**src/lsu_ctrl_pkg.sv**
```systemverilog
`default_nettype none

package lsu_ctrl_pkg;

   localparam int lq_depth    = 8;
   localparam int sq_depth    = 8;
   localparam int mem_latency = 2;

   localparam int lq_ptr_w    = $clog2(lq_depth);
   localparam int sq_ptr_w    = $clog2(sq_depth);
   localparam int lat_cnt_w   = $clog2(mem_latency + 1);

   typedef logic [lq_ptr_w-1:0]  lq_ptr_t;
   typedef logic [lq_ptr_w:0]    lq_cnt_t;
   typedef logic [sq_ptr_w-1:0]  sq_ptr_t;
   typedef logic [sq_ptr_w:0]    sq_cnt_t;
   typedef logic [lat_cnt_w-1:0] lat_cnt_t;

   // Owner of the data memory
   typedef enum logic [1:0] {idle, load_busy, store_busy} arb_state_t;

endpackage

`default_nettype wire

```
**src/lsu_types_pkg.sv**
```systemverilog
`default_nettype none

package lsu_types_pkg;

   // Datapath widths
   localparam int addr_w      = 16;
   localparam int data_w      = 16;
   localparam int tag_w       = 6;
   localparam int mem_index_w = 8;
   localparam int mem_words   = 2 ** mem_index_w;

   // Byte address of a load or store
   typedef logic [addr_w-1:0]      addr_t;

   // Load and store payload
   typedef logic [data_w-1:0]      data_t;

   // Destination register index travelling with a load
   typedef logic [tag_w-1:0]       tag_t;

   // Word index into the data memory, low address bits
   typedef logic [mem_index_w-1:0] mem_index_t;

endpackage

`default_nettype wire

```
**src/lsu_mem_if.sv**
```systemverilog
`timescale 1ns/1ps
`default_nettype none

// One request channel towards the data memory
interface lsu_mem_if;
   import lsu_types_pkg::*;

   logic  req;
   logic  grnt;
   logic  wr;
   addr_t addr;
   data_t wdata;
   data_t rdata;
   logic  done;

   // Request side holds req until grnt, then waits for done
   modport requester (
      output req, wr, addr, wdata,
      input  grnt, rdata, done
   );

   modport server (
      input  req, wr, addr, wdata,
      output grnt, rdata, done
   );

endinterface

`default_nettype wire

```
**src/data_memory.sv**
```systemverilog
`timescale 1ns/1ps
`default_nettype none

module data_memory (
   input  logic      clk,
   input  logic      rst_n,
   lsu_mem_if.server mem,
   output logic      idle
);
   import lsu_types_pkg::*;
   import lsu_ctrl_pkg::*;

   data_t      mem_q [mem_words];
   logic       busy;
   lat_cnt_t   cnt;
   logic       wr_q;
   mem_index_t idx_q;
   data_t      wdata_q;

   // Contents start at zero and survive reset
   initial begin
      for (int i = 0; i < mem_words; i++) begin
         mem_q[i] = '0;
      end
   end

   assign idle      = !busy;
   assign mem.grnt  = mem.req && !busy;
   assign mem.done  = busy && (cnt == '0);
   assign mem.rdata = mem_q[idx_q];

   always_ff @(posedge clk) begin
      if (!rst_n) begin
         busy <= 1'b0;
         cnt  <= '0;
      end else if (mem.grnt) begin
         busy <= 1'b1;
         cnt  <= lat_cnt_t'(mem_latency - 1);
      end else if (mem.done) begin
         busy <= 1'b0;
      end else if (busy) begin
         cnt <= cnt - lat_cnt_t'(1);
      end
   end

   // Request latch and array write
   always_ff @(posedge clk) begin
      if (mem.grnt) begin
         wr_q    <= mem.wr;
         idx_q   <= mem.addr[mem_index_w-1:0];
         wdata_q <= mem.wdata;
      end
      if (mem.done && wr_q) begin
         mem_q[idx_q] <= wdata_q;
      end
   end

endmodule

`default_nettype wire

```
**src/flat_wrapper.sv**
```systemverilog
// flat-port wrapper written by rule: the top's interface ports become plain ports
module data_memory_flat import lsu_types_pkg::*; import lsu_ctrl_pkg::*;
  (clk, rst_n, idle, mem_req, mem_wr, mem_addr, mem_wdata, mem_grnt, mem_rdata, mem_done);
  lsu_mem_if mem_i ();
  input  logic clk;
  input  logic rst_n;
  output logic idle;
  input wire logic [$bits(mem_i.req)-1:0] mem_req;
  input wire logic [$bits(mem_i.wr)-1:0] mem_wr;
  input wire logic [$bits(mem_i.addr)-1:0] mem_addr;
  input wire logic [$bits(mem_i.wdata)-1:0] mem_wdata;
  output wire logic [$bits(mem_i.grnt)-1:0] mem_grnt;
  output wire logic [$bits(mem_i.rdata)-1:0] mem_rdata;
  output wire logic [$bits(mem_i.done)-1:0] mem_done;
  assign mem_i.req = mem_req;
  assign mem_i.wr = mem_wr;
  assign mem_i.addr = mem_addr;
  assign mem_i.wdata = mem_wdata;
  assign mem_grnt = mem_i.grnt;
  assign mem_rdata = mem_i.rdata;
  assign mem_done = mem_i.done;
  data_memory u_core (.clk(clk), .rst_n(rst_n), .mem(mem_i), .idle(idle));
endmodule
```
**config.mk**
```make
export PLATFORM = sky130hd
export DESIGN_NAME = data_memory_flat
export DESIGN_NICKNAME = d
export VERILOG_FILES = /design/src/lsu_ctrl_pkg.sv /design/src/lsu_types_pkg.sv /design/src/lsu_mem_if.sv /design/src/data_memory.sv /design/src/flat_wrapper.sv
export SDC_FILE = /design/constraint.sdc
export NUM_CORES = 2
export LEC_CHECK = 0
export BUFFER_PORTS_ARGS = -buffer_cell sky130_fd_sc_hd__buf_2
export CORE_AREA = 2 2 672 473
export DETAILED_ROUTE_END_ITERATION = 7
export DIE_AREA = 0 0 674 475
export PLACE_DENSITY = 0.74
export RECOVER_POWER = 25
export SLEW_MARGIN = 20
export SYNTH_ARGS = -nofsm -noshare
export SYNTH_HDL_FRONTEND = slang
export SYNTH_SLANG_ARGS = --single-unit
```
**constraint.sdc**
```tcl
create_clock -name clk -period 6 [get_ports clk]
set_clock_uncertainty 0.2 [all_clocks]
set_input_delay 0.3 -clock clk [delete_from_list [all_inputs] [get_ports clk]]
set_output_delay 0.3 -clock clk [all_outputs]
set_load 0.005 [all_outputs]
```
-- Yosys cells after proc, flatten, opt, wreduce, memory -nomap -nowiden
Memory sizes are Yosys's and may differ from the RTL's. A register that Yosys moved wholly into a read port is not among the register bits.
Cells that the tools add are included.
- register bits after elaboration: 28
- RAM bits: 4096
- input port bits: 36
- output and inout bits: 19
- logic and storage cells: 29
- memories kept: 1
- memory list (name ; depth ; bits a word ; read ports ; clocked after memory_dff ; wr ports ; RTL line ; text):
    u_core.mem_q ; 256 ; 16 ; 1 ; 1 ; 1 ; data_memory.sv:13 ; data_t mem_q [mem_words];
- add/sub/neg operators: 1
- equal/unequal tests: 1
- multiplexer cells: 8
- bitwise gates (word level): 2
- reductions and logical operators: 10
- operators with widths (operator ; count):
    8-bit two-way mux ; 1
    1-bit two-way mux ; 7
    2-bit AND reduction ; 2
    2-bit nonzero test ; 2
    1-bit logical AND ; 3
    2-bit zero test ; 1
    2-bit inequality test, second input constant ; 1
    1-bit NOT ; 2
    2-bit OR reduction ; 1
    2-bit by 1-bit subtractor with 2-bit output, second input constant ; 1
    1-bit zero test ; 1

-- Longest topological paths before layout
- depth after elaboration: 5
- gate-level depth with buffers: 13
- mapped depth without buffers: 7

-- Worst setup path before layout
OpenSTA, ideal clock, no wires.
- path type: flip-flop to flip-flop
- start point: register u_core.wdata_q[0]
- end point: memory u_core.mem_q[0][0] (netlist name) (data pin)
- library setup time: 817 ps
- arrival: 3228 ps
- required time: 4983 ps
- path slack: 1754 ps
- stages on the path, launching flop included: 1
- path buffers: 0
- clock period less this slack: 4246 ps
- path through: edfxtp_1
- RTL lines (element ; RTL line ; text):
    start: declaration ; data_memory.sv:18 ; data_t wdata_q;
    start signal: assignment ; data_memory.sv:51 ; wdata_q <= mem.wdata;
    end: declaration ; data_memory.sv:13 ;
Straight into the memory's write port.

==> results.py <==
metrics = {
    "global_route": {
        "grt_max_degree": 209,
        "grt_pass1_vias": 78800,
        "grt_pass1_wl_um": 582000,
        "grt_overflow": 0,
        "track_usage": 0.254,
        "antenna_found_initial": 29,
    },
    "power": {
        "swShare": 0.223,
        "p_total_mw": 60.7,
        "internal_power_mw": 47.2,
        "ir_drop_v": 0.000267,
        "pwr-share-comb": 0.079,
        "p_switching_mw": 13.5,
        "seqPwrFrac": 0.526,
        "clkPwrFrac": 0.395,
        "power_density_nw_per_um2": 338,
        "p_leak_nw": 56.6,
    },
    "setup_path": {
        "crit_path_end_kind": "output port",
        "crit_top_cell": "buf_4",
        "r2r_start": "u_core.wdata_q[7]$_DFFE_PP_",
        "cp_max_fo": 57,
        "slowest_stage": "dfxtp_4",
        "required_ps": 5500,
        "cp.arrival_ps": 5500,
        "max_stage_delay_ps": 760,
        "r2r-end": "u_core.mem_q[195][7]$_DFFE_PP_",
        "start_kind": "flip-flop",
        "ff2ff_path_depth": 2,
        "critPathKind": "flip-flop to output port",
        "rrSetupSlack_ps": 570,
        "cp_cell_sequence": "buf_12, buf_4, mux2i_1, o22ai_1, nor3_1, nor2_1, and4_1, nand4_1, nor4_1, buf_4, buf_2",
        "crit_end": "mem_rdata[15]",
    },
    "cells_and_area": {
        "seq_area_sq_um": 124000,
        "layout_common_cells": "4121 x edfxtp_1, 827 x mux4_2, 563 x mux2i_1",
        "final_layout_size_suffix_gt1_frac": 0.238,
        "fin_area_sq_um": 179000,
        "final_common_cell": "edfxtp_1",
        "layout.cells.non_filler": 12400,
        "multi_input_area_sq_um": 33000,
        "final_nets": 7960,
        "final_util": 0.573,
        "area_delta_synth_final_pct": 12.4,
        "num-fill-cells": 21900,
    },
    "die": {
        "coreArea_sq_um": 313000,
        "fp.dieW_um": 674,
        "dieHeight_um": 475,
        "die-area_sq_um": 320000,
        "io_pins": 55,
        "initial_core_util": 0.509,
        "row_count": 172,
    },
    "route": {
        "first_pass_iters": 6,
        "vias_per_cell": 6.59,
        "wl_um": 412000,
        "routed-wl-met3_um": 58900,
        "wl_met2_um": 179000,
        "wire_per_inst_um": 33.2,
        "drtIter0Drc": 14100,
        "drc": 0,
        "vias": 81700,
        "routed.top_layer": "met5",
        "wl_met1_um": 160000,
        "ant_nets": 0,
    },
    "logic_synthesis": {
        "syn-num-nets": 7445,
        "synth_edf_count": 4121,
        "synthDistinctLibCells": 56,
        "netlist_area_sq_um": 160000,
        "syn_area_per_cell_sq_um": 21.5,
        "synth.area.top_cells": "edfxtp_1 78%, mux4_2 12%, mux2i_1 3.5%, o22ai_1 0.86%, nor2_1 0.78%",
        "synth_ff_type": "edfxtp_1",
        "yosys_warnings": 0,
        "netlist_instances": 7408,
        "synth.largest_area_cell": "edfxtp_1",
        "synth_top_area_share": 0.776,
        "synth-seq-area-share": 0.777,
        "ys_ff_latch": 4132,
        "synthArstFlopShare": 0,
    },
    "clocking": {
        "root_buffer": "clkbuf_16",
        "clockBufferDepth": 4,
        "cts_buffers": 376,
        "cts_tree": "done",
        "cts.sinks": 4132,
        "clk_transition_reported_paths_ps": 60,
        "insertion_delay_ps": 940,
        "cts.htree.levels": 5,
    },
    "sta": {
        "timing.final.crit_share": 1.00,
        "drv_slew": 2298,
        "rsz0062_at_grt": "no",
        "setup_viol": 1,
        "max-slew-margin-rel": -2.27,
        "worst_slew_pin_slew_ps": 4910,
        "clock.fmax_ghz": 0.167,
        "period_minus_slack_ps": 6000,
        "finalWorstSetupSlack_ps": -1.79,
        "finalHoldViolations": 0,
    },
    "placed_design": {
        "portBuffers": 46,
        "dp_cells": 11700,
        "placed_area_sq_um": 167000,
        "place_hpwl_um": 243000,
        "pre_cts_ws_ps": 644,
        "gp_congestion": 0.938,
    },
    "run_status": {
        "violations": "max-capacitance violations, max-slew violations, negative setup slack",
        "status": "finished, violations left",
    },
    "hold_path": {
        "holdPathStages": 3,
        "hp-class": "primary input to flip-flop",
    },
    "flow_run": {
        "maxCapViolCount": 27,
    },
}
## Yosys cell counts, types with 10 or more instances
master,n
mux4_2,827
a211oi_1,31
nand3_1,28
nand2_1,48
buf_8,15
buf_6,67
a22oi_1,63
and4_1,10
o211ai_1,19
nor2_1,331
edfxtp_1,4121
o21ai_0,30
mux2_2,33
o22ai_1,218
buf_2,83
and2_1,18
nor2b_1,16
clkbuf_1,197
nor4_1,32
a2111oi_0,26
nor3_1,164
dfxtp_1,11
a221oi_1,54
buf_4,44
buf_1,40
o221ai_1,92
nor3b_1,10
nand4_1,25
mux2i_1,563
a21oi_1,95
nand2b_1,12
a22o_1,30
## stage by stage
stage	hold slack, ps	TNS (ps)
after floorplan	199	0
after global placement	280	0
after detailed placement	283	0
after CTS	16.0	0
after global routing	59.9	0
final	15.2	-1.79
## power by group through the flow
stage               logic (mW)  clock network, mW  registers (mW)
detailed placement        4.66                  0            32.5
global route              4.96               25.2            31.9
floorplan                 2.70                  0            32.8
CTS                       4.73               24.1            31.9
finish                    4.78               24.0            32.0
global placement          4.56                  0            32.5
## area by class of cell
type / instances / area share
diodes: 11 / 0.000154
clock buffers: 450 / 0.0551
clock inverters: 217 / 0.0124
inverters: 6 / 0.000195
multi-input cells: 2818 / 0.184
flip-flops and latches: 4132 / 0.692
well taps: 4176 / 0.0291
repair buffers: 589 / 0.0272
## cell families after synthesis
kind of cell / Yosys count / share of synthesized area
multiplexers: 1423 / 0.154
adder cells (fa/ha/maj): 1 / 0.0000784
AO/OA/AOI/OAI: 678 / 0.0300
flip-flops: 4132 / 0.777
buffers and inverters: 458 / 0.0173
AND/OR/NAND/NOR: 716 / 0.0211
## layer usage
metal  vias up  global-route usage
met2      5854               0.361
met5         -             0.00226
met3       685              0.0788
met1     42800               0.378
met4        14              0.0796
li1      32300                   -
## state kept, by name, summed over array words and instances, names as in the netlist, named ones only
name	cells
u_core.busy	1
u_core.cnt	2
u_core.idx_q	8
u_core.mem_q	4096
u_core.wdata_q	16
u_core.wr_q	1
## how the worst min path moves through the flow
| stage | from | to | slack [ps] |
|---|---|---|---|
| floorplan | mem_addr[0] | u_core.idx_q[0]$_DFFE_PP_ | 200 |
| global placement | mem_wdata[10] | u_core.wdata_q[10]$_DFFE_PP_ | 280 |
| detailed placement | mem_wdata[0] | u_core.wdata_q[0]$_DFFE_PP_ | 280 |
| CTS | mem_addr[0] | flip-flop | 20 |
| global route | mem_addr[4] | u_core.idx_q[4]$_DFFE_PP_ | 60 |
| finish | mem_addr[0] | flip-flop | 20 |
## worst max-delay path: cells and delay by family (launching register included)
family / cells / cell delay [ps]
AO/OA/AOI/OAI: 1 / 620
buffers and inverters: 4 / 1090
flip-flops: 1 / 760
multiplexers: 1 / 100
AND/OR/NAND/NOR: 5 / 1790
## repair_timing
item                       in CTS  in global routing
setup buffers                   1                  0
setup endpoints to repair       2                  1
resized for setup               1                  1
hold buffers                   48                  0
hold endpoints to repair       52                  0
No activity file was read; power rests on OpenSTA's default activity.
