===== src/lsu_ctrl_pkg.sv =====
`default_nettype none

package lsu_ctrl_pkg;

   localparam int lq_depth    = 8;
   localparam int sq_depth    = 8;
   localparam int mem_latency = 2;

   localparam int lq_ptr_w    = $clog2(lq_depth);
   localparam int sq_ptr_w    = $clog2(sq_depth);
   localparam int lat_cnt_w   = $clog2(mem_latency + 1);

   typedef logic [lq_ptr_w-1:0]  lq_ptr_t;
   typedef logic [lq_ptr_w:0]    lq_cnt_t;
   typedef logic [sq_ptr_w-1:0]  sq_ptr_t;
   typedef logic [sq_ptr_w:0]    sq_cnt_t;
   typedef logic [lat_cnt_w-1:0] lat_cnt_t;

   // Owner of the data memory
   typedef enum logic [1:0] {idle, load_busy, store_busy} arb_state_t;

endpackage

`default_nettype wire


===== src/lsu_types_pkg.sv =====
`default_nettype none

package lsu_types_pkg;

   // Datapath widths
   localparam int addr_w      = 16;
   localparam int data_w      = 16;
   localparam int tag_w       = 6;
   localparam int mem_index_w = 8;
   localparam int mem_words   = 2 ** mem_index_w;

   // Byte address of a load or store
   typedef logic [addr_w-1:0]      addr_t;

   // Load and store payload
   typedef logic [data_w-1:0]      data_t;

   // Destination register index travelling with a load
   typedef logic [tag_w-1:0]       tag_t;

   // Word index into the data memory, low address bits
   typedef logic [mem_index_w-1:0] mem_index_t;

endpackage

`default_nettype wire


===== src/lsu_mem_if.sv =====
`timescale 1ns/1ps
`default_nettype none

// One request channel towards the data memory
interface lsu_mem_if;
   import lsu_types_pkg::*;

   logic  req;
   logic  grnt;
   logic  wr;
   addr_t addr;
   data_t wdata;
   data_t rdata;
   logic  done;

   // Request side holds req until grnt, then waits for done
   modport requester (
      output req, wr, addr, wdata,
      input  grnt, rdata, done
   );

   modport server (
      input  req, wr, addr, wdata,
      output grnt, rdata, done
   );

endinterface

`default_nettype wire


===== src/load_queue.sv =====
`timescale 1ns/1ps
`default_nettype none

module load_queue (
   input  logic                 clk,
   input  logic                 rst_n,
   input  logic                 flsh,
   input  logic                 mem_rd,
   input  lsu_types_pkg::addr_t addr_ls,
   input  lsu_types_pkg::tag_t  indx_ls,
   input  logic                 fwd_hit,
   input  lsu_types_pkg::data_t fwd_data,
   output lsu_types_pkg::addr_t fwd_addr,
   output logic                 full,
   output logic                 vld_ld,
   output logic                 reg_wrt_ld,
   output lsu_types_pkg::tag_t  indx_ld,
   output lsu_types_pkg::data_t data_ld,
   lsu_mem_if.requester         mem
);
   import lsu_types_pkg::*;
   import lsu_ctrl_pkg::*;

   tag_t    tag_q  [lq_depth];
   addr_t   addr_q [lq_depth];
   data_t   data_q [lq_depth];
   logic    rdy_q  [lq_depth];

   lq_ptr_t head;
   lq_ptr_t tail;
   lq_cnt_t count;
   logic    rd_open;
   logic    rd_drop;
   logic    accept;
   logic    retire;
   logic    fill;
   logic    pending;

   // The incoming load looks up the store queue directly
   assign fwd_addr = addr_ls;

   assign tail    = head + lq_ptr_t'(count);
   assign full    = (count == lq_cnt_t'(lq_depth));
   assign accept  = mem_rd && !full && !flsh;
   assign pending = (count != '0) && !rdy_q[head];

   // Results leave from the head only, so order is kept
   assign retire     = (count != '0) && rdy_q[head];
   assign vld_ld     = retire;
   assign reg_wrt_ld = retire;
   assign indx_ld    = tag_q[head];
   assign data_ld    = data_q[head];

   // Read data of a flushed load is thrown away
   assign fill = mem.done && !rd_drop;

   ////////////////////////////////////////////////////////////////////
   // Memory read for a pending head
   ////////////////////////////////////////////////////////////////////
   assign mem.req   = pending && !rd_open && !flsh;
   assign mem.wr    = 1'b0;
   assign mem.addr  = addr_q[head];
   assign mem.wdata = '0;

   always_ff @(posedge clk) begin
      if (!rst_n) begin
         head    <= '0;
         count   <= '0;
         rd_open <= 1'b0;
         rd_drop <= 1'b0;
      end else begin
         if (mem.grnt) begin
            rd_open <= 1'b1;
         end else if (mem.done) begin
            rd_open <= 1'b0;
         end
         // Granted read outlives the flush
         if (mem.done) begin
            rd_drop <= 1'b0;
         end else if (flsh && rd_open) begin
            rd_drop <= 1'b1;
         end
         head <= head + lq_ptr_t'(retire);
         if (flsh) begin
            count <= '0;
         end else begin
            count <= count + lq_cnt_t'(accept) - lq_cnt_t'(retire);
         end
      end
   end

   // Entry payload
   always_ff @(posedge clk) begin
      if (accept) begin
         tag_q[tail]  <= indx_ls;
         addr_q[tail] <= addr_ls;
         data_q[tail] <= fwd_data;
         rdy_q[tail]  <= fwd_hit;
      end
      if (fill) begin
         data_q[head] <= mem.rdata;
         rdy_q[head]  <= 1'b1;
      end
   end

endmodule

`default_nettype wire


===== src/flat_wrapper.sv =====
// flat-port wrapper written by rule: the top's interface ports become plain ports
module load_queue_flat import lsu_types_pkg::*; import lsu_ctrl_pkg::*;
  (clk, rst_n, flsh, mem_rd, addr_ls, indx_ls, fwd_hit, fwd_data, fwd_addr, full, vld_ld, reg_wrt_ld, indx_ld, data_ld, mem_req, mem_wr, mem_addr, mem_wdata, mem_grnt, mem_rdata, mem_done);
  lsu_mem_if mem_i ();
  input  logic clk;
  input  logic rst_n;
  input  logic flsh;
  input  logic mem_rd;
  input  lsu_types_pkg::addr_t addr_ls;
  input  lsu_types_pkg::tag_t indx_ls;
  input  logic fwd_hit;
  input  lsu_types_pkg::data_t fwd_data;
  output lsu_types_pkg::addr_t fwd_addr;
  output logic full;
  output logic vld_ld;
  output logic reg_wrt_ld;
  output lsu_types_pkg::tag_t indx_ld;
  output lsu_types_pkg::data_t data_ld;
  output wire logic [$bits(mem_i.req)-1:0] mem_req;
  output wire logic [$bits(mem_i.wr)-1:0] mem_wr;
  output wire logic [$bits(mem_i.addr)-1:0] mem_addr;
  output wire logic [$bits(mem_i.wdata)-1:0] mem_wdata;
  input wire logic [$bits(mem_i.grnt)-1:0] mem_grnt;
  input wire logic [$bits(mem_i.rdata)-1:0] mem_rdata;
  input wire logic [$bits(mem_i.done)-1:0] mem_done;
  assign mem_req = mem_i.req;
  assign mem_wr = mem_i.wr;
  assign mem_addr = mem_i.addr;
  assign mem_wdata = mem_i.wdata;
  assign mem_i.grnt = mem_grnt;
  assign mem_i.rdata = mem_rdata;
  assign mem_i.done = mem_done;
  load_queue u_core (.clk(clk), .rst_n(rst_n), .flsh(flsh), .mem_rd(mem_rd), .addr_ls(addr_ls), .indx_ls(indx_ls), .fwd_hit(fwd_hit), .fwd_data(fwd_data), .fwd_addr(fwd_addr), .full(full), .vld_ld(vld_ld), .reg_wrt_ld(reg_wrt_ld), .indx_ld(indx_ld), .data_ld(data_ld), .mem(mem_i));
endmodule

===== config.mk =====
export PLATFORM = sky130hd
export DESIGN_NAME = load_queue_flat
export DESIGN_NICKNAME = d
export VERILOG_FILES = /design/src/lsu_ctrl_pkg.sv /design/src/lsu_types_pkg.sv /design/src/lsu_mem_if.sv /design/src/load_queue.sv /design/src/flat_wrapper.sv
export SDC_FILE = /design/constraint.sdc
export NUM_CORES = 1
export LEC_CHECK = 0
export BUFFER_PORTS_ARGS = -buffer_cell sky130_fd_sc_hd__buf_2
export CAP_MARGIN = 5
export CORE_ASPECT_RATIO = 1.2
export CORE_MARGIN = 2
export CORE_UTILIZATION = 61
export CTS_CLUSTER_DIAMETER = 120
export DETAILED_ROUTE_END_ITERATION = 8
export GPL_ROUTABILITY_DRIVEN = 0
export PLACE_DENSITY_LB_ADDON = 0.12
export RECOVER_POWER = 50
export SETUP_SLACK_MARGIN = 0.15
export SLEW_MARGIN = 10
export SYNTH_ARGS = -nofsm -noshare
export SYNTH_HDL_FRONTEND = slang
export SYNTH_SLANG_ARGS = --single-unit

===== constraint.sdc =====
create_clock -name clk -period 12.8 [get_ports clk]
set_input_delay 1.92 -clock clk [delete_from_list [all_inputs] [get_ports clk]]
set_output_delay 1.92 -clock clk [all_outputs]
set_load 0.01 [all_outputs]

; ---- Word level (Yosys, flattened, before mapping)
; Memory sizes are Yosys's and may differ from the RTL's. A register that Yosys moved wholly into a read port is not among the register bits.
; Index checks and enable logic that the tools add are counted.
[totals]
ramBits = 312
output_inout_bits = 75
n_memories = 4
register_bits = 9
elab_cells = 41
[op_classes]
reduce_logical = 17
n_eq_ne = 1
add_sub_neg = 4
bitwise = 1
mux = 10
[mem_list]
columns = name, words, width, read_ports, rd_clocked_by_memory_dff, wr, line
row1 = u_core.addr_q, 8, 16, 1, 1, 1, load_queue.sv:25  ; addr_t addr_q [lq_depth];
row2 = u_core.data_q, 8, 16, 1, 1, 2, load_queue.sv:26  ; data_t data_q [lq_depth];
row3 = u_core.tag_q, 8, 6, 1, 1, 1, load_queue.sv:24  ; tag_t tag_q [lq_depth];
row4 = u_core.rdy_q, 8, 1, 1, 1, 2, load_queue.sv:27  ; logic rdy_q [lq_depth];
[ops]
columns = operator, count
row1 = $mux W3, 4
row2 = $logic_and A1 B1 Y1, 8
row3 = $mux W1, 6
row4 = $logic_not A1 Y1, 5
row5 = $add A4 B1 Y4, 1
row6 = $eq A4 B4 Y1 const B, 1
row7 = $reduce_bool A4 Y1, 1
row8 = $reduce_or A2 Y1, 2
row9 = $sub A4 B1 Y4, 1
row10 = $add A3 B1 Y3, 1
row11 = $add A3 B3 Y3, 1
row12 = $reduce_bool A2 Y1, 1
row13 = $not A1 Y1, 1

; ---- Depth between registers and ports, before layout
[depth]
word_depth = 6
depth_mapped = 13
ltp_nobuf = 11

; ---- Worst setup path after synthesis
; OpenSTA, ideal clock, no wires.
[synth_path]
kind = input to register
startpoint = input flsh
endpoint = memory u_core.data_q[3][0] (netlist name), enable pin
n_path_buf = 1
setup_slack_ps = 7219
arrival_ps = 5244
cell_stages = 4
setup_time_ps = 337
path_cell_list = nand2b_1 > clkbuf_1 > nor4_1 > or2_2
[synth_rtl]
columns = element, line
row1 = start: declaration, flat_wrapper.sv:7  ; input logic flsh;
row2 = end: declaration, load_queue.sv:26

==> run metrics <==
PnR Total Power 3.024 mW; Post-synth ARST share 0%; Hold Path Class flip-flop to flip-flop; Nets about 1000; layout filler cell count approximately 1600; # resized after CTS 0; Setup Viol. Count Final 0; Arr. time, crit path between 5 and 6 ns; Clock Skews 0.007441 ns; final cycle utilization of the critical path ~60%; top cells by count, synth 304 x edfxtp_1, 169 x mux2_2, 44 x a221oi_1; Crit Path Class flip-flop to primary output; hold path cells 2; critical path capture point type primary output; Crit path depth 6; Max Root-Sink Buffers 3; CP max-delay cell clkbuf_1; vias in the first global route 8485; grt ovf 0; Int Pwr 2.149 mW; Initial Util 61.84%; worst-skew pair later-pin latency 0.56 ns; ranking of synthesized cells by area edfxtp_1 64%, mux2_2 13%, mux4_2 3.1%, a221oi_1 2.7%, dfxtp_1 2.4%; Area Growth Syn to Fin 11.92%; Num CTS Buffers 31; WL/cell between 20 and 30 um; cell row count 61; Worst setup startpoint u_core.head[2]$_SDFF_PN0_; hold path startpoint u_core.rdy_q[5]$_DFF_P_; critical path cell sequence clkbuf_1 > nand2_1 > o22ai_1 > a221oi_1 > nor2_1 > buf_2; CP startpoint kind flip-flop; drt first pass iters 5; vias 8325; register area share after synthesis about two thirds; synth unique cells 54; initial antenna violation count 2; Final min period 7.815 ns; pwr dens 188.9 nW/um2; IO Port Bufs 118; Hold Fails Final Rpt 0; I/O Pins roughly 140; status complete, but fails checks; slew margin rel. -119.0%; Crit Path Max Fanout between 40 and 50; first-pass GRT wire length 50740 um; DPL Wire Length between 15000 and 20000 um; P_leak about 5.4 nW; share of cells above drive strength 1 36.02%; Sw Ratio around 29%; buffer and inverter count on the worst path 2; Final Cell Area 16010 um2; Psw slightly below 900 uW; clk sinks 321; die height 171.7 um; DR iter-0 viols 730; Syn Inst Count 861; crit-path max cell delay 2.38 ns; failing checks capacitance limit, slew limit; cell chosen for the clock root clkbuf_16; remaining antenna violation count 0; die area 24690 um2; Clock Power Share about 31%; number of max-cap violations 7; count leader, synth edfxtp_1; Mapped Area around 14000 um2; DRC 0; total setup buffers inserted after CTS 0; Ys Warns 0; Logic pwr share 25.3%; Slew @ Worst Pin 3.285 ns; peak supply drop 0.1473 mV; core area ~23000 um2; DP Area around 15000 um2; part of the power in registers 43.6%; All-Layer GR Usage around 28%; RSZ-0062 raised after global routing false; # hold bufs at CTS 0; leading area contributor after synthesis edfxtp_1; Clock H-tree levels 1; Yosys top cell area share 63.83%; Total Neg Setup Slack 0 ns; worst reg2reg startpoint u_core.head[2]$_SDFF_PN0_; fmax 128.0 MHz; largest net degree at the start of global routing between 60 and 70; CTS tree built; Worst-path clk slew 0.06 ns; delay-heaviest family, CP buffers and inverters; Detailed Route WL roughly 34000 um; cell depth of the worst flop-to-flop path 5; Die Wd 143.8 um; Mapped Avg Cell Area 16.61 um2; EDFF count, synth just over 300; Synth Flop Type edfxtp_1; post-synthesis register bit count 321; CP required between 10 and 15 ns; Max Slew Vio Count 187; via/cell ratio 6.350
[logic make-up (layout without fill, tap and decap cells)]
group                      after synthesis  count (layout)  share of synthesized area [%]
adders and majority gates               11              11                          1.067
DFF                                    321             321                          66.21
AOI/OAI and AO/OA                      126             126                          6.877
buffers and inverters                   99             216                          3.902
muxes                                  210             210                          17.93
and+or+nand+nor                         88              88                          3.482
other                                    1              19                        0.02622
xor gates and xnor gates                 5               5                         0.5074
[cells in the final DEF, fill, tap and decap left out, drive strengths merged, types with 5 or more instances in the layout]
cell and count:
a21oi 6, a221oi 44, a22o 7, a22oi 27
buf 107, bufinv 5, clkbuf 69, clkinv 13
conb 17, dfxtp 17, edfxtp 304, ha 9
inv 18, mux2 169, mux2i 21, mux4 20
nand2 32, nand2b 5, nor2 18, nor2b 5
nor4 6, o21ai 7, o221ai 9, o22a 5
o22ai 12, or2 5
[flip-flops by register name (all words and copies together) (netlist names)]
name / cells
u_core.rd_drop: 1
u_core.count: 4
u_core.head: 3
u_core.addr_q: 128
u_core.data_q: 128
u_core.tag_q: 48
u_core.rdy_q: 8
u_core.rd_open: 1
[stage by stage]
step / hold slack [ns] / instances / worst slack [ns] / utilization, %
2_1_floorplan: 0.4408 / 877 / 7.219 / -
3_3_place_gp: 0.4545 / 1252 / 7.928 / 65.18
3_5_place_dp: 0.4638 / 1252 / 7.846 / 65.18
4_1_cts: 0.4754 / 1309 / 7.253 / 69.77
5_1_grt: 0.4938 / 1311 / 4.611 / 69.22
6_report: 0.4722 / 1311 / 4.985 / 69.22
[final timing paths]
check	end	slack, ns
max reg2reg	u_core.data_q[3][12]$_DFFE_PP_	5.91
min	u_core.rdy_q[5]$_DFF_P_	0.47
max	vld_ld	4.98
min reg2reg	u_core.rdy_q[5]$_DFF_P_	0.47
[power by group through the flow]
stage,registers [mW],logic (mW),clock network [mW]
after global routing,1.33,0.828,0.992
after detailed placement,1.34,0.771,0
after CTS,1.32,0.776,0.948
final,1.32,0.764,0.943
after global placement,1.33,0.748,0
after floorplan,1.33,0.507,0
[tightest hold or removal path, stage by stage (launching register included)]
cell and delay [ns]:
dfxtp_1 0.31, inv_1 0.04, o21ai_0 0.07
[routing by layer]
layer / wire length (um) / global-route usage [%] / vias up
met1: 13350 / 36.21 / 4197
li1: - / - / 3629
met4: 1183 / 10.53 / 0
met3: 2487 / 3.870 / 88
met2: 17460 / 48.86 / 411
met5: 0 / 0 / -
[area by class of cell]
| cell class | count | area, um2 | area share [%] |
|---|---|---|---|
| Clock inverter | 21 | 246.5 | 1.540 |
| Tap cell | 315 | 394.1 | 2.462 |
| Inverter | 19 | 71.32 | 0.4456 |
| Clock buffer | 36 | 814.5 | 5.089 |
| Antenna cell | 2 | 5.005 | 0.03127 |
| Timing Repair Buffer | 140 | 691.9 | 4.323 |
| Multi-Input combinational cell | 457 | 4312 | 26.94 |
| Sequential cell | 321 | 9472 | 59.17 |
Power figures use the tool's default switching activity.
