===== config.mk =====
export PLATFORM = sky130hd
export DESIGN_NAME = load_store_arbiter_flat
export DESIGN_NICKNAME = d
export VERILOG_FILES = /design/src/lsu_ctrl_pkg.sv /design/src/lsu_types_pkg.sv /design/src/lsu_mem_if.sv /design/src/load_store_arbiter.sv /design/src/flat_wrapper.sv
export SDC_FILE = /design/constraint.sdc
export NUM_CORES = 1
export LEC_CHECK = 0
export BUFFER_PORTS_ARGS = -buffer_cell sky130_fd_sc_hd__buf_2
export CELL_PAD_IN_SITES_DETAIL_PLACEMENT = 0
export CELL_PAD_IN_SITES_GLOBAL_PLACEMENT = 1
export CORE_MARGIN = 3
export CORE_UTILIZATION = 18
export DETAILED_ROUTE_END_ITERATION = 8
export GPL_TIMING_DRIVEN = 0
export PLACE_DENSITY = 0.84
export SLEW_MARGIN = 20
export SYNTH_ARGS = -nofsm -noshare
export SYNTH_HDL_FRONTEND = slang
export SYNTH_SLANG_ARGS = --single-unit

===== constraint.sdc =====
create_clock -name clk -period 2.06 [get_ports clk]
set_input_delay 0.103 -clock clk [delete_from_list [all_inputs] [get_ports clk]]
set_output_delay 0.103 -clock clk [all_outputs]
set_load 0.01 [all_outputs]

===== src/lsu_ctrl_pkg.sv =====
`default_nettype none

package lsu_ctrl_pkg;

   localparam int lq_depth    = 8;
   localparam int sq_depth    = 8;
   localparam int mem_latency = 2;

   localparam int lq_ptr_w    = $clog2(lq_depth);
   localparam int sq_ptr_w    = $clog2(sq_depth);
   localparam int lat_cnt_w   = $clog2(mem_latency + 1);

   typedef logic [lq_ptr_w-1:0]  lq_ptr_t;
   typedef logic [lq_ptr_w:0]    lq_cnt_t;
   typedef logic [sq_ptr_w-1:0]  sq_ptr_t;
   typedef logic [sq_ptr_w:0]    sq_cnt_t;
   typedef logic [lat_cnt_w-1:0] lat_cnt_t;

   // Owner of the data memory
   typedef enum logic [1:0] {idle, load_busy, store_busy} arb_state_t;

endpackage

`default_nettype wire


===== src/lsu_types_pkg.sv =====
`default_nettype none

package lsu_types_pkg;

   // Datapath widths
   localparam int addr_w      = 16;
   localparam int data_w      = 16;
   localparam int tag_w       = 6;
   localparam int mem_index_w = 8;
   localparam int mem_words   = 2 ** mem_index_w;

   // Byte address of a load or store
   typedef logic [addr_w-1:0]      addr_t;

   // Load and store payload
   typedef logic [data_w-1:0]      data_t;

   // Destination register index travelling with a load
   typedef logic [tag_w-1:0]       tag_t;

   // Word index into the data memory, low address bits
   typedef logic [mem_index_w-1:0] mem_index_t;

endpackage

`default_nettype wire


===== src/lsu_mem_if.sv =====
`timescale 1ns/1ps
`default_nettype none

// One request channel towards the data memory
interface lsu_mem_if;
   import lsu_types_pkg::*;

   logic  req;
   logic  grnt;
   logic  wr;
   addr_t addr;
   data_t wdata;
   data_t rdata;
   logic  done;

   // Request side holds req until grnt, then waits for done
   modport requester (
      output req, wr, addr, wdata,
      input  grnt, rdata, done
   );

   modport server (
      input  req, wr, addr, wdata,
      output grnt, rdata, done
   );

endinterface

`default_nettype wire


===== src/load_store_arbiter.sv =====
`timescale 1ns/1ps
`default_nettype none

module load_store_arbiter (
   input  logic         clk,
   input  logic         rst_n,
   lsu_mem_if.server    lq_mem,
   lsu_mem_if.server    sq_mem,
   lsu_mem_if.requester ca_mem,
   input  logic         ca_idle
);
   import lsu_ctrl_pkg::*;

   arb_state_t state;
   logic       pick_st;

   // Store queue only asks with a committed head, so it goes first
   assign pick_st = sq_mem.req;

   assign ca_mem.req   = (state == idle) && ca_idle && (lq_mem.req || sq_mem.req);
   assign ca_mem.wr    = pick_st ? sq_mem.wr    : lq_mem.wr;
   assign ca_mem.addr  = pick_st ? sq_mem.addr  : lq_mem.addr;
   assign ca_mem.wdata = pick_st ? sq_mem.wdata : lq_mem.wdata;

   // Steer the answers to the current owner only
   assign lq_mem.grnt  = ca_mem.grnt && !pick_st;
   assign sq_mem.grnt  = ca_mem.grnt && pick_st;
   assign lq_mem.done  = ca_mem.done && (state == load_busy);
   assign sq_mem.done  = ca_mem.done && (state == store_busy);
   assign lq_mem.rdata = (state == load_busy)  ? ca_mem.rdata : '0;
   assign sq_mem.rdata = (state == store_busy) ? ca_mem.rdata : '0;

   ////////////////////////////////////////////////////////////////////
   // Owner FSM
   ////////////////////////////////////////////////////////////////////
   always_ff @(posedge clk) begin
      if (!rst_n) begin
         state <= idle;
      end else begin
         case (state)
            idle: begin
               if (ca_mem.grnt) begin
                  state <= pick_st ? store_busy : load_busy;
               end
            end
            load_busy, store_busy: begin
               if (ca_mem.done) begin
                  state <= idle;
               end
            end
            default: state <= idle;
         endcase
      end
   end

endmodule

`default_nettype wire


===== src/flat_wrapper.sv =====
// flat-port wrapper written by rule: the top's interface ports become plain ports
module load_store_arbiter_flat import lsu_ctrl_pkg::*;
  (clk, rst_n, ca_idle, lq_mem_req, lq_mem_wr, lq_mem_addr, lq_mem_wdata, lq_mem_grnt, lq_mem_rdata, lq_mem_done, sq_mem_req, sq_mem_wr, sq_mem_addr, sq_mem_wdata, sq_mem_grnt, sq_mem_rdata, sq_mem_done, ca_mem_req, ca_mem_wr, ca_mem_addr, ca_mem_wdata, ca_mem_grnt, ca_mem_rdata, ca_mem_done);
  lsu_mem_if lq_mem_i ();
  lsu_mem_if sq_mem_i ();
  lsu_mem_if ca_mem_i ();
  input  logic clk;
  input  logic rst_n;
  input  logic ca_idle;
  input wire logic [$bits(lq_mem_i.req)-1:0] lq_mem_req;
  input wire logic [$bits(lq_mem_i.wr)-1:0] lq_mem_wr;
  input wire logic [$bits(lq_mem_i.addr)-1:0] lq_mem_addr;
  input wire logic [$bits(lq_mem_i.wdata)-1:0] lq_mem_wdata;
  output wire logic [$bits(lq_mem_i.grnt)-1:0] lq_mem_grnt;
  output wire logic [$bits(lq_mem_i.rdata)-1:0] lq_mem_rdata;
  output wire logic [$bits(lq_mem_i.done)-1:0] lq_mem_done;
  input wire logic [$bits(sq_mem_i.req)-1:0] sq_mem_req;
  input wire logic [$bits(sq_mem_i.wr)-1:0] sq_mem_wr;
  input wire logic [$bits(sq_mem_i.addr)-1:0] sq_mem_addr;
  input wire logic [$bits(sq_mem_i.wdata)-1:0] sq_mem_wdata;
  output wire logic [$bits(sq_mem_i.grnt)-1:0] sq_mem_grnt;
  output wire logic [$bits(sq_mem_i.rdata)-1:0] sq_mem_rdata;
  output wire logic [$bits(sq_mem_i.done)-1:0] sq_mem_done;
  output wire logic [$bits(ca_mem_i.req)-1:0] ca_mem_req;
  output wire logic [$bits(ca_mem_i.wr)-1:0] ca_mem_wr;
  output wire logic [$bits(ca_mem_i.addr)-1:0] ca_mem_addr;
  output wire logic [$bits(ca_mem_i.wdata)-1:0] ca_mem_wdata;
  input wire logic [$bits(ca_mem_i.grnt)-1:0] ca_mem_grnt;
  input wire logic [$bits(ca_mem_i.rdata)-1:0] ca_mem_rdata;
  input wire logic [$bits(ca_mem_i.done)-1:0] ca_mem_done;
  assign lq_mem_i.req = lq_mem_req;
  assign lq_mem_i.wr = lq_mem_wr;
  assign lq_mem_i.addr = lq_mem_addr;
  assign lq_mem_i.wdata = lq_mem_wdata;
  assign lq_mem_grnt = lq_mem_i.grnt;
  assign lq_mem_rdata = lq_mem_i.rdata;
  assign lq_mem_done = lq_mem_i.done;
  assign sq_mem_i.req = sq_mem_req;
  assign sq_mem_i.wr = sq_mem_wr;
  assign sq_mem_i.addr = sq_mem_addr;
  assign sq_mem_i.wdata = sq_mem_wdata;
  assign sq_mem_grnt = sq_mem_i.grnt;
  assign sq_mem_rdata = sq_mem_i.rdata;
  assign sq_mem_done = sq_mem_i.done;
  assign ca_mem_req = ca_mem_i.req;
  assign ca_mem_wr = ca_mem_i.wr;
  assign ca_mem_addr = ca_mem_i.addr;
  assign ca_mem_wdata = ca_mem_i.wdata;
  assign ca_mem_i.grnt = ca_mem_grnt;
  assign ca_mem_i.rdata = ca_mem_rdata;
  assign ca_mem_i.done = ca_mem_done;
  load_store_arbiter u_core (.clk(clk), .rst_n(rst_n), .lq_mem(lq_mem_i), .sq_mem(sq_mem_i), .ca_mem(ca_mem_i), .ca_idle(ca_idle));
endmodule

== After elaboration in Yosys (flattened, before gate mapping) ==
Index checks and enable logic that the tools add are counted.
Cells by class
  equal/unequal tests: 4
  muxes and demuxes: 9
  reduce and logical (&&, ||, !) cells: 11
Operators with widths (count)
  16-bit two-way mux: 4
  1-bit logical AND: 6
  2-bit two-way mux: 3
  2-bit inequality test, second input constant: 2
  2-bit case mux with 2 select lines: 1
  2-bit by 1-bit == test with 1-bit output, second input constant: 1
  2-bit == test, second input constant: 1
  2-bit logical NOT: 1
  2-bit AND reduction: 1
  2-bit OR reduction: 1
  1-bit logical NOT: 1
  1-bit logical OR: 1
  1-bit two-way mux: 1
Word-level totals
  word-level logic and storage cells: 25
  input bits: 89
  output and inout port bits: 70
  flip-flop bits (word level): 2

== Longest topological paths before layout ==
  depth in word-level cells: 4
  depth in mapped cells: 5
  depth with buffers taken out: 5

== Least setup slack after synthesis ==
No wires, ideal clock.
  kind: reg2reg
  start point: reg u_core.state[0]
  end point: reg u_core.state[1]
  library setup time: 75 ps
  clock period less this slack: 1132 ps
  data arrival time: 1058 ps
  slack: 928 ps
  stages on the path, launching flop included: 6
  required time: 1985 ps
  path buffers: 0
  path through: dfxtp_1 inv_1 ha_1 nor2b_1 nand2b_1 o22ai_1
Between the ends
  cells in the longest elaborated chain, start to end: 4
  elaborated cells on any way between the ends: 8
  those cells by class: eq/ne: 4; mux: 1; reduce/logical: 3
Ends and longest elaborated chain
  start: declaration: line load_store_arbiter.sv:14  | arb_state_t state;
  start signal: assignment: line load_store_arbiter.sv:38  | state <= idle;
  start signal: assignment: line load_store_arbiter.sv:43  | state <= pick_st ? store_busy : load_busy;
  start signal: assignment: line load_store_arbiter.sv:48  | state <= idle;
  2-bit == test / 2-bit by 1-bit == test with 1-bit output (equally long branches): line load_store_arbiter.sv:40  | case (state)
  2-bit OR reduction: line load_store_arbiter.sv:40
  2-bit inequality test (no line)
  2-bit AND reduction (no line)
Several ways; a longest one is shown, not always the timed one.
A chain may end at the register's enable or synchronous reset.

== Worst setup path in the final report ==
  start point: reg u_core.state[0]
  end point: out sq_mem_rdata[12]
Between the ends
  cells in the longest elaborated chain, start to end: 2
Ends and longest elaborated chain
  2-bit == test: line load_store_arbiter.sv:31  | assign sq_mem.rdata = (state == store_busy) ? ca_mem.rdata : '0;
  16-bit two-way mux: line load_store_arbiter.sv:31
  end: declaration: line flat_wrapper.sv:22  | output wire logic [$bits(sq_mem_i.rdata)-1:0] sq_mem_rdata;
No other way between the ends.

==> impl_metrics.tcl <==
set metrics [dict create \
    status "complete, no violations" \
    wl_met3_um 250 \
    drv_cap 0 \
    gp_congestion 0.719 \
    io_buffer_count 157 \
    max_slew_margin_pct 80.3 \
    ctsResizeCount 0 \
    top_register "u_core.state" \
    syn_area_sq_um 930 \
    arrival_ns 1.50 \
    maxUsedRoutingLayer "met3" \
    first_iter_violations 17 \
    grt_max_degree 11 \
    io_pins 159 \
    post-route-util_pct 38.0 \
    fin_nets 347 \
    yosys-top-cells-area "mux2_4 47%, and2_1 23%, buf_12 6.5%, mux2_2 4.8%, dfxtp_1 4.3%" \
    critPathLaunchType "register" \
    path_max_fanout 10 \
    syn_nets 185 \
    grt.overflow.total 0 \
    synth_top_area_share_pct 46.8 \
    firstDrtPassIters 4 \
    cellPowerDensity_nw_per_um2 313 \
    vdd_ir_drop_max_uv 194 \
    cts_buffer_depth 2 \
    end_kind "output port" \
    core_area_sq_um 4850 \
    grt_first_pass_wirelength_mm 5.10 \
    largest_reg_flops 2 \
    fin_cells 320 \
    cts_root_buffer "clkbuf_8" \
    die_h_um 77.9 \
    grt_pass1_vias 1133 \
    post_drt_wl_per_cell_um 10.8 \
    synth.distinct_cells 16 \
    setup-tns-final_ns 0 \
    synth_ff_type "dfxtp_1" \
    async_reset_ff_share_pct 0 \
    grtUsageTotal_pct 10.0 \
    yosys_register_bits 2 \
    synth_common_cells "34 x and2_1, 29 x mux2_4, 4 x mux2_2, 4 x nand2_1" \
    min_period_over_period_pct 77.8 \
    rsz0062_at_grt "no" \
    hp-class "in -> reg" \
    dieWidth_um 77.9 \
    antenna_found_initial 0 \
    period_needed_ns 1.60 \
    max_freq_mhz 624 \
    holdBufCountCts 0 \
    antennaDiodeCount 0 \
    power.leakage_nw 1.16 \
    wl_met1_mm 1.26 \
    finalHoldViolations 0 \
    worstSetupPathType "reg -> out" \
    clock_skew_ns 0.00232 \
    finalWirelength_mm 3.44 \
    drc 0 \
    numCtsBuffers 3 \
    dieArea_sq_um 6060 \
    worstMarginPinSlew_ns 0.296 \
    synth-seq-area-share_pct 4.31 \
    cts.reportedPaths.clkPinSlew_ns 0.03 \
    cts.sinks 2 \
    postCtsSetupBuffers 0 \
    ys_warn_count 0 \
    wl_met2_mm 1.93 \
    yosysMostFrequentCell "and2_1" \
    cp.required_ns 1.96 \
    htree_levels 1 \
    viasPerCell 3.82 \
    report.final.setup_viol 0 \
    num_rows 25 \
    synth_edf_count 0 \
    yosysTopAreaCell "mux2_4" \
    clock_latency_ns 0.21 \
    cts_tree "built" \
    power_mw 0.575 \
    reg.largest.list "u_core.state x2" \
    avgSynthCellArea_sq_um 10.0 \
    dp_hpwl_mm 3.12 \
    ant_nets 0 \
    vias 1222 \
    num-fill-cells 485 \
    layout-drive-gt1-share_pct 78.3 \
    start_util_pct 19.2 \
    slew_viol_final 0 \
    area_delta_synth_final_pct 98.0 \
    dp.cells 317 \
    synthCells 93 \
]
[cell type report]
| type | count | area (sq um) | area share (%) |
|---|---|---|---|
| plain buffers | 6 | 78.8 | 4.28 |
| flip-flops and latches | 2 | 40.0 | 2.18 |
| multi-input cells | 82 | 800 | 43.4 |
| inverters | 3 | 11.3 | 0.612 |
| repair buffers | 157 | 786 | 42.7 |
| clock buffers | 3 | 41.3 | 2.24 |
| well taps | 67 | 83.8 | 4.55 |
[power breakdown]
group          leakage (nW)  total (mW)  internal, mW  switching (mW)
combinational          1.12       0.378         0.223           0.155
sequential           0.0164      0.0446        0.0421         0.00246
clock                0.0216       0.153         0.123          0.0296
total                  1.16       0.575         0.389           0.187
[routing by layer]
layer  up-vias  track usage [%]
met5         -                0
met2        59             19.1
met3         0             1.16
li1        633                -
met1       530             11.6
met4         0             2.67
[path summary, 6_finish.rpt]
kind / from / endpoint / slack, ns / cells after the start
max: u_core.state[0] / sq_mem_rdata[12] / 0.46 / 5
min: rst_n / u_core.state[0] / 0.18 / 3
min reg2reg: u_core.state[1] / u_core.state[1] / 0.49 / 2
max reg2reg: u_core.state[0] / u_core.state[1] / 0.85 / 5
[cell usage in the layout (no fill, tap or decap), drive strengths merged]
cell type / n
buf: 161
and2: 35
mux2: 33
clkbuf: 5
nand2: 4
inv: 3
ha: 3
nor2b: 2
o22ai: 2
dfxtp: 2
o211a: 1
nand2b: 1
a21oi: 1
[logic make-up (layout without fill, tap and decap cells)]
kind of cell             after synthesis  count (layout)  share of synthesized area (%)
AO/OA/AOI/OAI                          4               4                           2.96
adder cells (fa/ha/maj)                3               3                           4.04
buffers and inverters                  9             169                           9.69
flip-flops                             2               2                           4.31
AND/OR/NAND/NOR                       42              42                           27.3
multiplexers                          33              33                           51.7
[metrics by stage]
step           worst slack (ns)  area (sq um)  hold WS, ns
2_1_floorplan             0.928           930        0.253
3_3_place_gp              0.651          1800        0.402
3_5_place_dp              0.645          1800        0.400
4_1_cts                   0.423          1840        0.183
5_1_grt                   0.290          1840        0.179
6_report                  0.457          1840        0.183
[worst max-delay path, stage by stage, from the launching register on]
cell and delay (ns):
dfxtp_1 0.32, inv_1 0.08, ha_1 0.30, clkbuf_1 0.30, and2_1 0.17, buf_2 0.12
(Power assumes the default switching activity.)
