File: config.mk
export PLATFORM = sky130hd
export DESIGN_NAME = store_queue_flat
export DESIGN_NICKNAME = d
export VERILOG_FILES = /design/src/lsu_ctrl_pkg.sv /design/src/lsu_types_pkg.sv /design/src/lsu_mem_if.sv /design/src/store_queue.sv /design/src/flat_wrapper.sv
export SDC_FILE = /design/constraint.sdc
export NUM_CORES = 1
export LEC_CHECK = 0
export BUFFER_PORTS_ARGS = -buffer_cell sky130_fd_sc_hd__buf_4
export CAP_MARGIN = 20
export CELL_PAD_IN_SITES_DETAIL_PLACEMENT = 1
export CELL_PAD_IN_SITES_GLOBAL_PLACEMENT = 2
export CORE_AREA = 8 8 257 259
export CTS_BUF_LIST = sky130_fd_sc_hd__clkbuf_4 sky130_fd_sc_hd__clkbuf_8
export DETAILED_ROUTE_END_ITERATION = 10
export DIE_AREA = 0 0 265 267
export PLACE_DENSITY = 0.81
export SLEW_MARGIN = 25
export SYNTH_ARGS = -nofsm -noshare
export SYNTH_HDL_FRONTEND = slang
export SYNTH_SLANG_ARGS = --single-unit
File: constraint.sdc
create_clock -name clk -period 6.6 [get_ports clk]
set_input_delay 0.99 -clock clk [delete_from_list [all_inputs] [get_ports clk]]
set_output_delay 0.99 -clock clk [all_outputs]
set_load 0.01 [all_outputs]
File: src/lsu_ctrl_pkg.sv
`default_nettype none

package lsu_ctrl_pkg;

   localparam int lq_depth    = 8;
   localparam int sq_depth    = 8;
   localparam int mem_latency = 2;

   localparam int lq_ptr_w    = $clog2(lq_depth);
   localparam int sq_ptr_w    = $clog2(sq_depth);
   localparam int lat_cnt_w   = $clog2(mem_latency + 1);

   typedef logic [lq_ptr_w-1:0]  lq_ptr_t;
   typedef logic [lq_ptr_w:0]    lq_cnt_t;
   typedef logic [sq_ptr_w-1:0]  sq_ptr_t;
   typedef logic [sq_ptr_w:0]    sq_cnt_t;
   typedef logic [lat_cnt_w-1:0] lat_cnt_t;

   // Owner of the data memory
   typedef enum logic [1:0] {idle, load_busy, store_busy} arb_state_t;

endpackage

`default_nettype wire

File: src/lsu_types_pkg.sv
`default_nettype none

package lsu_types_pkg;

   // Datapath widths
   localparam int addr_w      = 16;
   localparam int data_w      = 16;
   localparam int tag_w       = 6;
   localparam int mem_index_w = 8;
   localparam int mem_words   = 2 ** mem_index_w;

   // Byte address of a load or store
   typedef logic [addr_w-1:0]      addr_t;

   // Load and store payload
   typedef logic [data_w-1:0]      data_t;

   // Destination register index travelling with a load
   typedef logic [tag_w-1:0]       tag_t;

   // Word index into the data memory, low address bits
   typedef logic [mem_index_w-1:0] mem_index_t;

endpackage

`default_nettype wire

File: src/lsu_mem_if.sv
`timescale 1ns/1ps
`default_nettype none

// One request channel towards the data memory
interface lsu_mem_if;
   import lsu_types_pkg::*;

   logic  req;
   logic  grnt;
   logic  wr;
   addr_t addr;
   data_t wdata;
   data_t rdata;
   logic  done;

   // Request side holds req until grnt, then waits for done
   modport requester (
      output req, wr, addr, wdata,
      input  grnt, rdata, done
   );

   modport server (
      input  req, wr, addr, wdata,
      output grnt, rdata, done
   );

endinterface

`default_nettype wire

File: src/store_queue.sv
`timescale 1ns/1ps
`default_nettype none

module store_queue (
   input  logic                 clk,
   input  logic                 rst_n,
   input  logic                 flsh,
   input  logic                 mem_wrt,
   input  logic                 cmmt_str,
   input  lsu_types_pkg::addr_t addr_ls,
   input  lsu_types_pkg::data_t data_str,
   input  lsu_types_pkg::addr_t fwd_addr,
   output logic                 fwd_hit,
   output lsu_types_pkg::data_t fwd_data,
   output logic                 full,
   output logic                 str_iss,
   lsu_mem_if.requester         mem
);
   import lsu_types_pkg::*;
   import lsu_ctrl_pkg::*;

   addr_t   addr_q [sq_depth];
   data_t   data_q [sq_depth];

   sq_ptr_t head;
   sq_ptr_t tail;
   sq_ptr_t head_next;
   sq_cnt_t count;
   sq_cnt_t cnt_next;
   // Committed entries, counted from the head
   sq_cnt_t cmt_cnt;
   sq_cnt_t cmt_next;
   logic    wr_open;
   logic    accept;
   logic    commit;
   logic    free;

   assign tail   = head + sq_ptr_t'(count);
   assign full   = (count == sq_cnt_t'(sq_depth));
   assign accept = mem_wrt && !full && !flsh;

   // A commit with nothing left to commit is dropped
   assign commit = cmmt_str && (cmt_cnt != count);
   assign free   = mem.done;

   assign head_next = head + sq_ptr_t'(free);
   assign cmt_next  = cmt_cnt + sq_cnt_t'(commit) - sq_cnt_t'(free);
   assign cnt_next  = count + sq_cnt_t'(accept) - sq_cnt_t'(free);

   assign str_iss = free;

   ////////////////////////////////////////////////////////////////////
   // Forwarding lookup
   ////////////////////////////////////////////////////////////////////
   // Walk oldest to youngest so the last match wins
   always_comb begin
      fwd_hit  = 1'b0;
      fwd_data = '0;
      for (int k = 0; k < sq_depth; k++) begin
         if ((sq_cnt_t'(k) < count) && (addr_q[head + sq_ptr_t'(k)] == fwd_addr)) begin
            fwd_hit  = 1'b1;
            fwd_data = data_q[head + sq_ptr_t'(k)];
         end
      end
   end

   ////////////////////////////////////////////////////////////////////
   // Memory write of the committed head
   ////////////////////////////////////////////////////////////////////
   assign mem.req   = (cmt_cnt != '0) && !wr_open;
   assign mem.wr    = 1'b1;
   assign mem.addr  = addr_q[head];
   assign mem.wdata = data_q[head];

   always_ff @(posedge clk) begin
      if (!rst_n) begin
         head    <= '0;
         count   <= '0;
         cmt_cnt <= '0;
         wr_open <= 1'b0;
      end else begin
         if (mem.grnt) begin
            wr_open <= 1'b1;
         end else if (mem.done) begin
            wr_open <= 1'b0;
         end
         head    <= head_next;
         cmt_cnt <= cmt_next;
         // Flush keeps only the committed run behind the head
         if (flsh) begin
            count <= cmt_next;
         end else begin
            count <= cnt_next;
         end
      end
   end

   // Entry payload
   always_ff @(posedge clk) begin
      if (accept) begin
         addr_q[tail] <= addr_ls;
         data_q[tail] <= data_str;
      end
   end

endmodule

`default_nettype wire

File: src/flat_wrapper.sv
// flat-port wrapper written by rule: the top's interface ports become plain ports
module store_queue_flat import lsu_types_pkg::*; import lsu_ctrl_pkg::*;
  (clk, rst_n, flsh, mem_wrt, cmmt_str, addr_ls, data_str, fwd_addr, fwd_hit, fwd_data, full, str_iss, mem_req, mem_wr, mem_addr, mem_wdata, mem_grnt, mem_rdata, mem_done);
  lsu_mem_if mem_i ();
  input  logic clk;
  input  logic rst_n;
  input  logic flsh;
  input  logic mem_wrt;
  input  logic cmmt_str;
  input  lsu_types_pkg::addr_t addr_ls;
  input  lsu_types_pkg::data_t data_str;
  input  lsu_types_pkg::addr_t fwd_addr;
  output logic fwd_hit;
  output lsu_types_pkg::data_t fwd_data;
  output logic full;
  output logic str_iss;
  output wire logic [$bits(mem_i.req)-1:0] mem_req;
  output wire logic [$bits(mem_i.wr)-1:0] mem_wr;
  output wire logic [$bits(mem_i.addr)-1:0] mem_addr;
  output wire logic [$bits(mem_i.wdata)-1:0] mem_wdata;
  input wire logic [$bits(mem_i.grnt)-1:0] mem_grnt;
  input wire logic [$bits(mem_i.rdata)-1:0] mem_rdata;
  input wire logic [$bits(mem_i.done)-1:0] mem_done;
  assign mem_req = mem_i.req;
  assign mem_wr = mem_i.wr;
  assign mem_addr = mem_i.addr;
  assign mem_wdata = mem_i.wdata;
  assign mem_i.grnt = mem_grnt;
  assign mem_i.rdata = mem_rdata;
  assign mem_i.done = mem_done;
  store_queue u_core (.clk(clk), .rst_n(rst_n), .flsh(flsh), .mem_wrt(mem_wrt), .cmmt_str(cmmt_str), .addr_ls(addr_ls), .data_str(data_str), .fwd_addr(fwd_addr), .fwd_hit(fwd_hit), .fwd_data(fwd_data), .full(full), .str_iss(str_iss), .mem(mem_i));
endmodule
## Yosys cells after proc, flatten, opt, wreduce, memory -nomap -nowiden

Memory sizes are Yosys's and may differ from the RTL's. A register that Yosys moved wholly into a read port is not among the register bits.
Index checks and enable logic that the tools add are counted.

- Register bits after elaboration: 12
- Bits in writable memories: 256
- Input bits: 71
- Output and inout port bits: 53
- Word-level logic and storage cells: 77
- Memories: 2

- Add/sub/neg operators: 13
- Magnitude comparators: 8
- Equal/unequal tests: 10
- Multiplexer cells: 23
- Reduce and logical (&&, ||, !) cells: 17

Memories:

| name | words | width | read ports | clocked after Yosys merged registers in | wr ports | RTL line | source |
|---|---|---|---|---|---|---|---|
| u_core.addr_q | 8 | 16 | 8 | 1 | 1 | store_queue.sv:22 | `addr_t addr_q [sq_depth];` |
| u_core.data_q | 8 | 16 | 8 | 1 | 1 | store_queue.sv:23 | `data_t data_q [sq_depth];` |

Operator list:

| cell | count |
|---|---|
| $eq 16x16->1 | 8 |
| $mux 16 | 8 |
| $lt 3x4->1 const A | 4 |
| $add 3x3->3 const B | 4 |
| $logic_and 1x1->1 | 12 |
| $mux 1 | 12 |
| $add 4x1->4 | 2 |
| $lt 1x4->1 const A | 2 |
| $lt 2x4->1 const A | 2 |
| $sub 4x1->4 | 2 |
| $add 3x2->3 const B | 2 |
| $mux 3 | 2 |
| $eq 4x4->1 const B | 1 |
| $mux 4 | 1 |
| $ne 4x4->1 | 1 |
| $reduce_bool 4->1 | 1 |
| $add 3x1->3 | 1 |
| $add 3x1->3 const B | 1 |
| $add 3x3->3 | 1 |
| $logic_not 1->1 | 3 |
| $reduce_bool 2->1 | 1 |

## Logic depth before layout (Yosys ltp)

An unclocked memory read counts as a cell.

- Depth in word-level cells: 11
- Gate-level depth with buffers: 21
- Depth with buffers taken out: 12

## Worst setup path after synthesis

OpenSTA, ideal clock, no wires.

- Kind: register to output
- Start: reg u_core.head[0]
- End: out fwd_data[10]
- Data arrival time: 4.348 ns
- Path slack: 1.262 ns
- Stages on the path, launching flop included: 18
- Path buffers: 7
- Cells stage by stage: dfxtp_1 -> buf_6 -> clkinv_1 -> buf_2 -> buf_1 -> ha_1 -> buf_6 -> buf_6 -> buf_2 -> mux4_2 -> mux2i_1 -> xor2_1 -> nand3_1 -> or3_1 -> nor4_4 -> clkbuf_1 -> o21ai_0 -> a21oi_2

- Word-level cells in the longest chain between the ends: 11
- Elaborated cells on any way between the ends: 30
- Those cells by class: add/sub: 7; eq/ne: 7; mux: 7; reduce/logical: 7; memory: 2

Ends and longest elaborated chain:

| item | RTL line | source |
|---|---|---|
| start, declared | store_queue.sv:25 | `sq_ptr_t head;` |
| start signal, assigned | store_queue.sv:87 | `head <= head_next;` |
| $add 3x1->3 | store_queue.sv:60, store_queue.sv:62 |  |
| $mem_v2 8x16 | -- |  |
| $eq 16x16->1 | store_queue.sv:60 | `if ((sq_cnt_t'(k) < count) && (addr_q[head + sq_ptr_t'(k)] == fwd_addr)) begin` |
| $logic_and 1x1->1 | store_queue.sv:60 |  |
| $mux 16 (6 in series) | store_queue.sv:60 |  |
| $mux 16 (*) | store_queue.sv:60 |  |
| end, declared | flat_wrapper.sv:14 | `output lsu_types_pkg::data_t fwd_data;` |

Every way passes the cells marked *; elsewhere a longest branch is shown, timed or not.

## Worst setup path after layout

- Start: reg u_core.head[0]
- End: out fwd_data[12]

Same word-level chain as after synthesis.

==> summary.txt <==
Synthesis
  • Top_reg_cell synth: edfxtp_1
  • Mapped Avg Cell Area: around 12 um2
  • Ys async rst share: 0%
  • Area of the mapped netlist: 22700 um2
  • Top cells by area, synth: edfxtp_1 (34%), mux4_2 (25%), mux2i_1 (7.9%)
  • Post-synth EDFFs: 256
  • Seq/Total Area, Yosys: roughly a third
  • Synth area leader: edfxtp_1
  • Synth Register Bits: 268
  • Most frequent cells after synthesis: edfxtp_1 (256), mux4_2 (256), nand2_1 (254)
  • Yosys cell types: 80
  • Mapped Cells: about 1800
  • Yosys top cell area share: 33.9%
  • Ys Warns: 0
  • Syn_nets: 1906

Worst setup path
  • Worst path slowest cell: dfxtp_4
  • Worst path bufs/invs: 5
  • Flop2flop setup slack: ~2.8 ns
  • Crit path DAT: 5.26 ns
  • Levels on crit path: 15
  • Slowest stage delay, CP: roughly 0.57 ns
  • Reg2reg end: u_core.addr_q[5][0]
  • Critical path data required time: roughly 5.6 ns
  • Crit path kind: flop to output pin
  • Nature of the critical path startpoint: flop
  • CP cell instances: clkinv_1 > ha_4 > buf_12 > buf_6 > mux2_1 > a21oi_2 > xor2_1 > a41oi_1 > or3_1 > nor4_4 > buf_12 > nor3_1 > a21oi_1 > a21oi_2 > buf_4
  • Crit path launch: u_core.head[0]
  • Critical path destination: fwd_data[12]
  • RR Startpoint: u_core.head[0]
  • CP top delay family: buffers and inverters
  • Reg2Reg Depth: 8
  • Setup crit end kind: output pin
  • Crit Path Max Fanout: 54

Die
  • Die Footprint: 70800 um2
  • Die X: 265 um
  • IO Count: about 120
  • # rows: 92
  • Core ar.: 62200 um2
  • Initial Util: 36.5%
  • DIE HEIGHT: 267 um

GRT
  • Vias in the first global route: 17795
  • Initial antenna violation count: 5
  • Pin count of the biggest net entering global routing: 106
  • First-pass GRT wire length: ~120000 um
  • GRT overflow: 0
  • Total track usage: roughly 22%

STA
  • RSZ-0062 raised after global routing: false
  • Period utilization: 94.7%
  • Max frequency: 0.160 GHz
  • Least-Margin Pin Slew: about 1.1 ns
  • Fin. Hold Viols: 0
  • Setup TNS: 0 ns
  • Hold WS: 0.558 ns
  • Worst clock skew: ~0.035 ns
  • Max_slew headroom: approximately 25%
  • Fin. max-slew vios: 0
  • Final setup viols: 0
  • Crit path time final: approximately 6.3 ns

Route
  • DR vias: ~17000
  • Post-route DRC: 0
  • Vias per std cell: approximately 6.4
  • Post-route ant nets: 0
  • DR WL/cell: 29.2 um
  • DR pass1 iterations: 5
  • Wirelength, routed: 79100 um
  • DRT iter0 DRCs: around 1600

Power
  • Pwr dens: roughly 250 nW/um2
  • Peak VDD IR: 177 uV
  • Lkg Pwr: 8.14 nW

Place
  • Placer congestion estimate: 1.00
  • Placed cells: 2614
  • DP HPWL: between 50000 and 60000 um
  • IO buf count: 106

Cells and area
  • Share of post-route cells with drive strength above 1: 32.0%
  • Area growth syn-to-layout: 11.9%
  • Final Net Count: 1963
  • Layout fillers: 6531
  • Post-Layout Cell Count: 2712

CTS
  • Clk Latency, worst-skew pair: 0.66 ns
  • Clock Sink Count: 268
  • Clock Pin Slew Worst Setup and Hold Paths: about 0.06 ns
  • CTS Root Cell: clkbuf_8
  • Longest Clk Path Bufs: 3
  • H-tree depth: 2
  • Num CTS Buffers: 48
  • CTS tree: built
  • Hold_buf cts: 0

Min path
  • Worst hold path type: input pin to flop

Job
  • Max-cap violations: 0

Status
  • Status: finished clean
## routing by layer
layer	routed length (um)	track usage (%)
met5	40	0
met4	2310	6.87
met3	5770	3.76
met2	39000	37.3
met1	32000	27.9
## metrics by stage
| stage | area (um2) | total power, mW | setup WS (ns) | utilization (%) |
|---|---|---|---|---|
| 2_1_floorplan | 22700 | 3.81 | 1.26 | - |
| 3_3_place_gp | 24200 | 4.50 | 0.856 | 38.9 |
| 3_5_place_dp | 24200 | 4.56 | 0.798 | 38.9 |
| 4_1_cts | 25300 | 6.34 | 0.0942 | 40.7 |
| 5_1_grt | 25400 | 6.59 | 0.0995 | 40.8 |
| 6_report | 25400 | 6.31 | 0.348 | 40.8 |
## state kept, by name, indices dropped and copies added (netlist names)
signal          flops
u_core.head         3
u_core.count        4
u_core.cmt_cnt      4
u_core.addr_q     128
u_core.data_q     128
u_core.wr_open      1
## cells in the final DEF, fill, tap and decap left out, drive strengths merged, types with 22 or more instances in the layout
cell,n
a22oi,30
mux4,261
o21ai,59
edfxtp,256
nand2,255
buf,172
nor2,22
clkbuf,61
mux2,32
nor3,26
clkinv,22
xnor2,110
o22ai,27
a21oi,68
xor2,47
mux2i,180
nand3,79
## how the worst min path moves through the flow
| stage | start | endpoint | slack (ns) | depth (start not counted) |
|---|---|---|---|---|
| after global placement | u_core.wr_open | u_core.wr_open | 0.57 | 2 |
| after CTS | data_str[3] | u_core.data_q[4][3] | 0.52 | 1 |
| after global routing | data_str[3] | u_core.data_q[4][3] | 0.53 | 1 |
| after floorplan | u_core.wr_open | u_core.wr_open | 0.54 | 2 |
| final | data_str[2] | u_core.data_q[0][2] | 0.56 | 1 |
| after detailed placement | u_core.wr_open | u_core.wr_open | 0.60 | 2 |
## cells by family (layout without fill, tap and decap cells)
family          after synthesis  count (layout)  share of synthesized area, %
compound gates              254             254                          8.15
xor+xnor                    157             157                          6.15
fa+ha+maj                    20              20                          1.20
buf+inv                     185             281                          4.55
flops                       268             268                          35.0
mux                         473             473                          35.5
other cells                   1               3                        0.0165
simple gates                457             457                          9.43
## area by class of cell
cell class              count  area (um2)  area share (%)
multi-input cells        1362       13900            54.6
flip-flops and latches    268        7940            31.3
repair buffers            172        1400            5.53
well taps                 799        1000            3.94
clock buffers              61         790            3.11
clock inverters            28         303            1.19
inverters                  20        75.1           0.296
diodes                      2        5.00          0.0197
## where the power goes
part	internal [mW]	switching, mW
clock	0.999	0.749
combinational	1.03	1.35
sequential	2.03	0.156
total	4.06	2.25
## timing repair
action / in CTS / in global routing
endpoints found under the setup margin: 0 / 16
buffers inserted: 0 / 7
resized for setup: 0 / 5
Power figures use the tool's default switching activity.
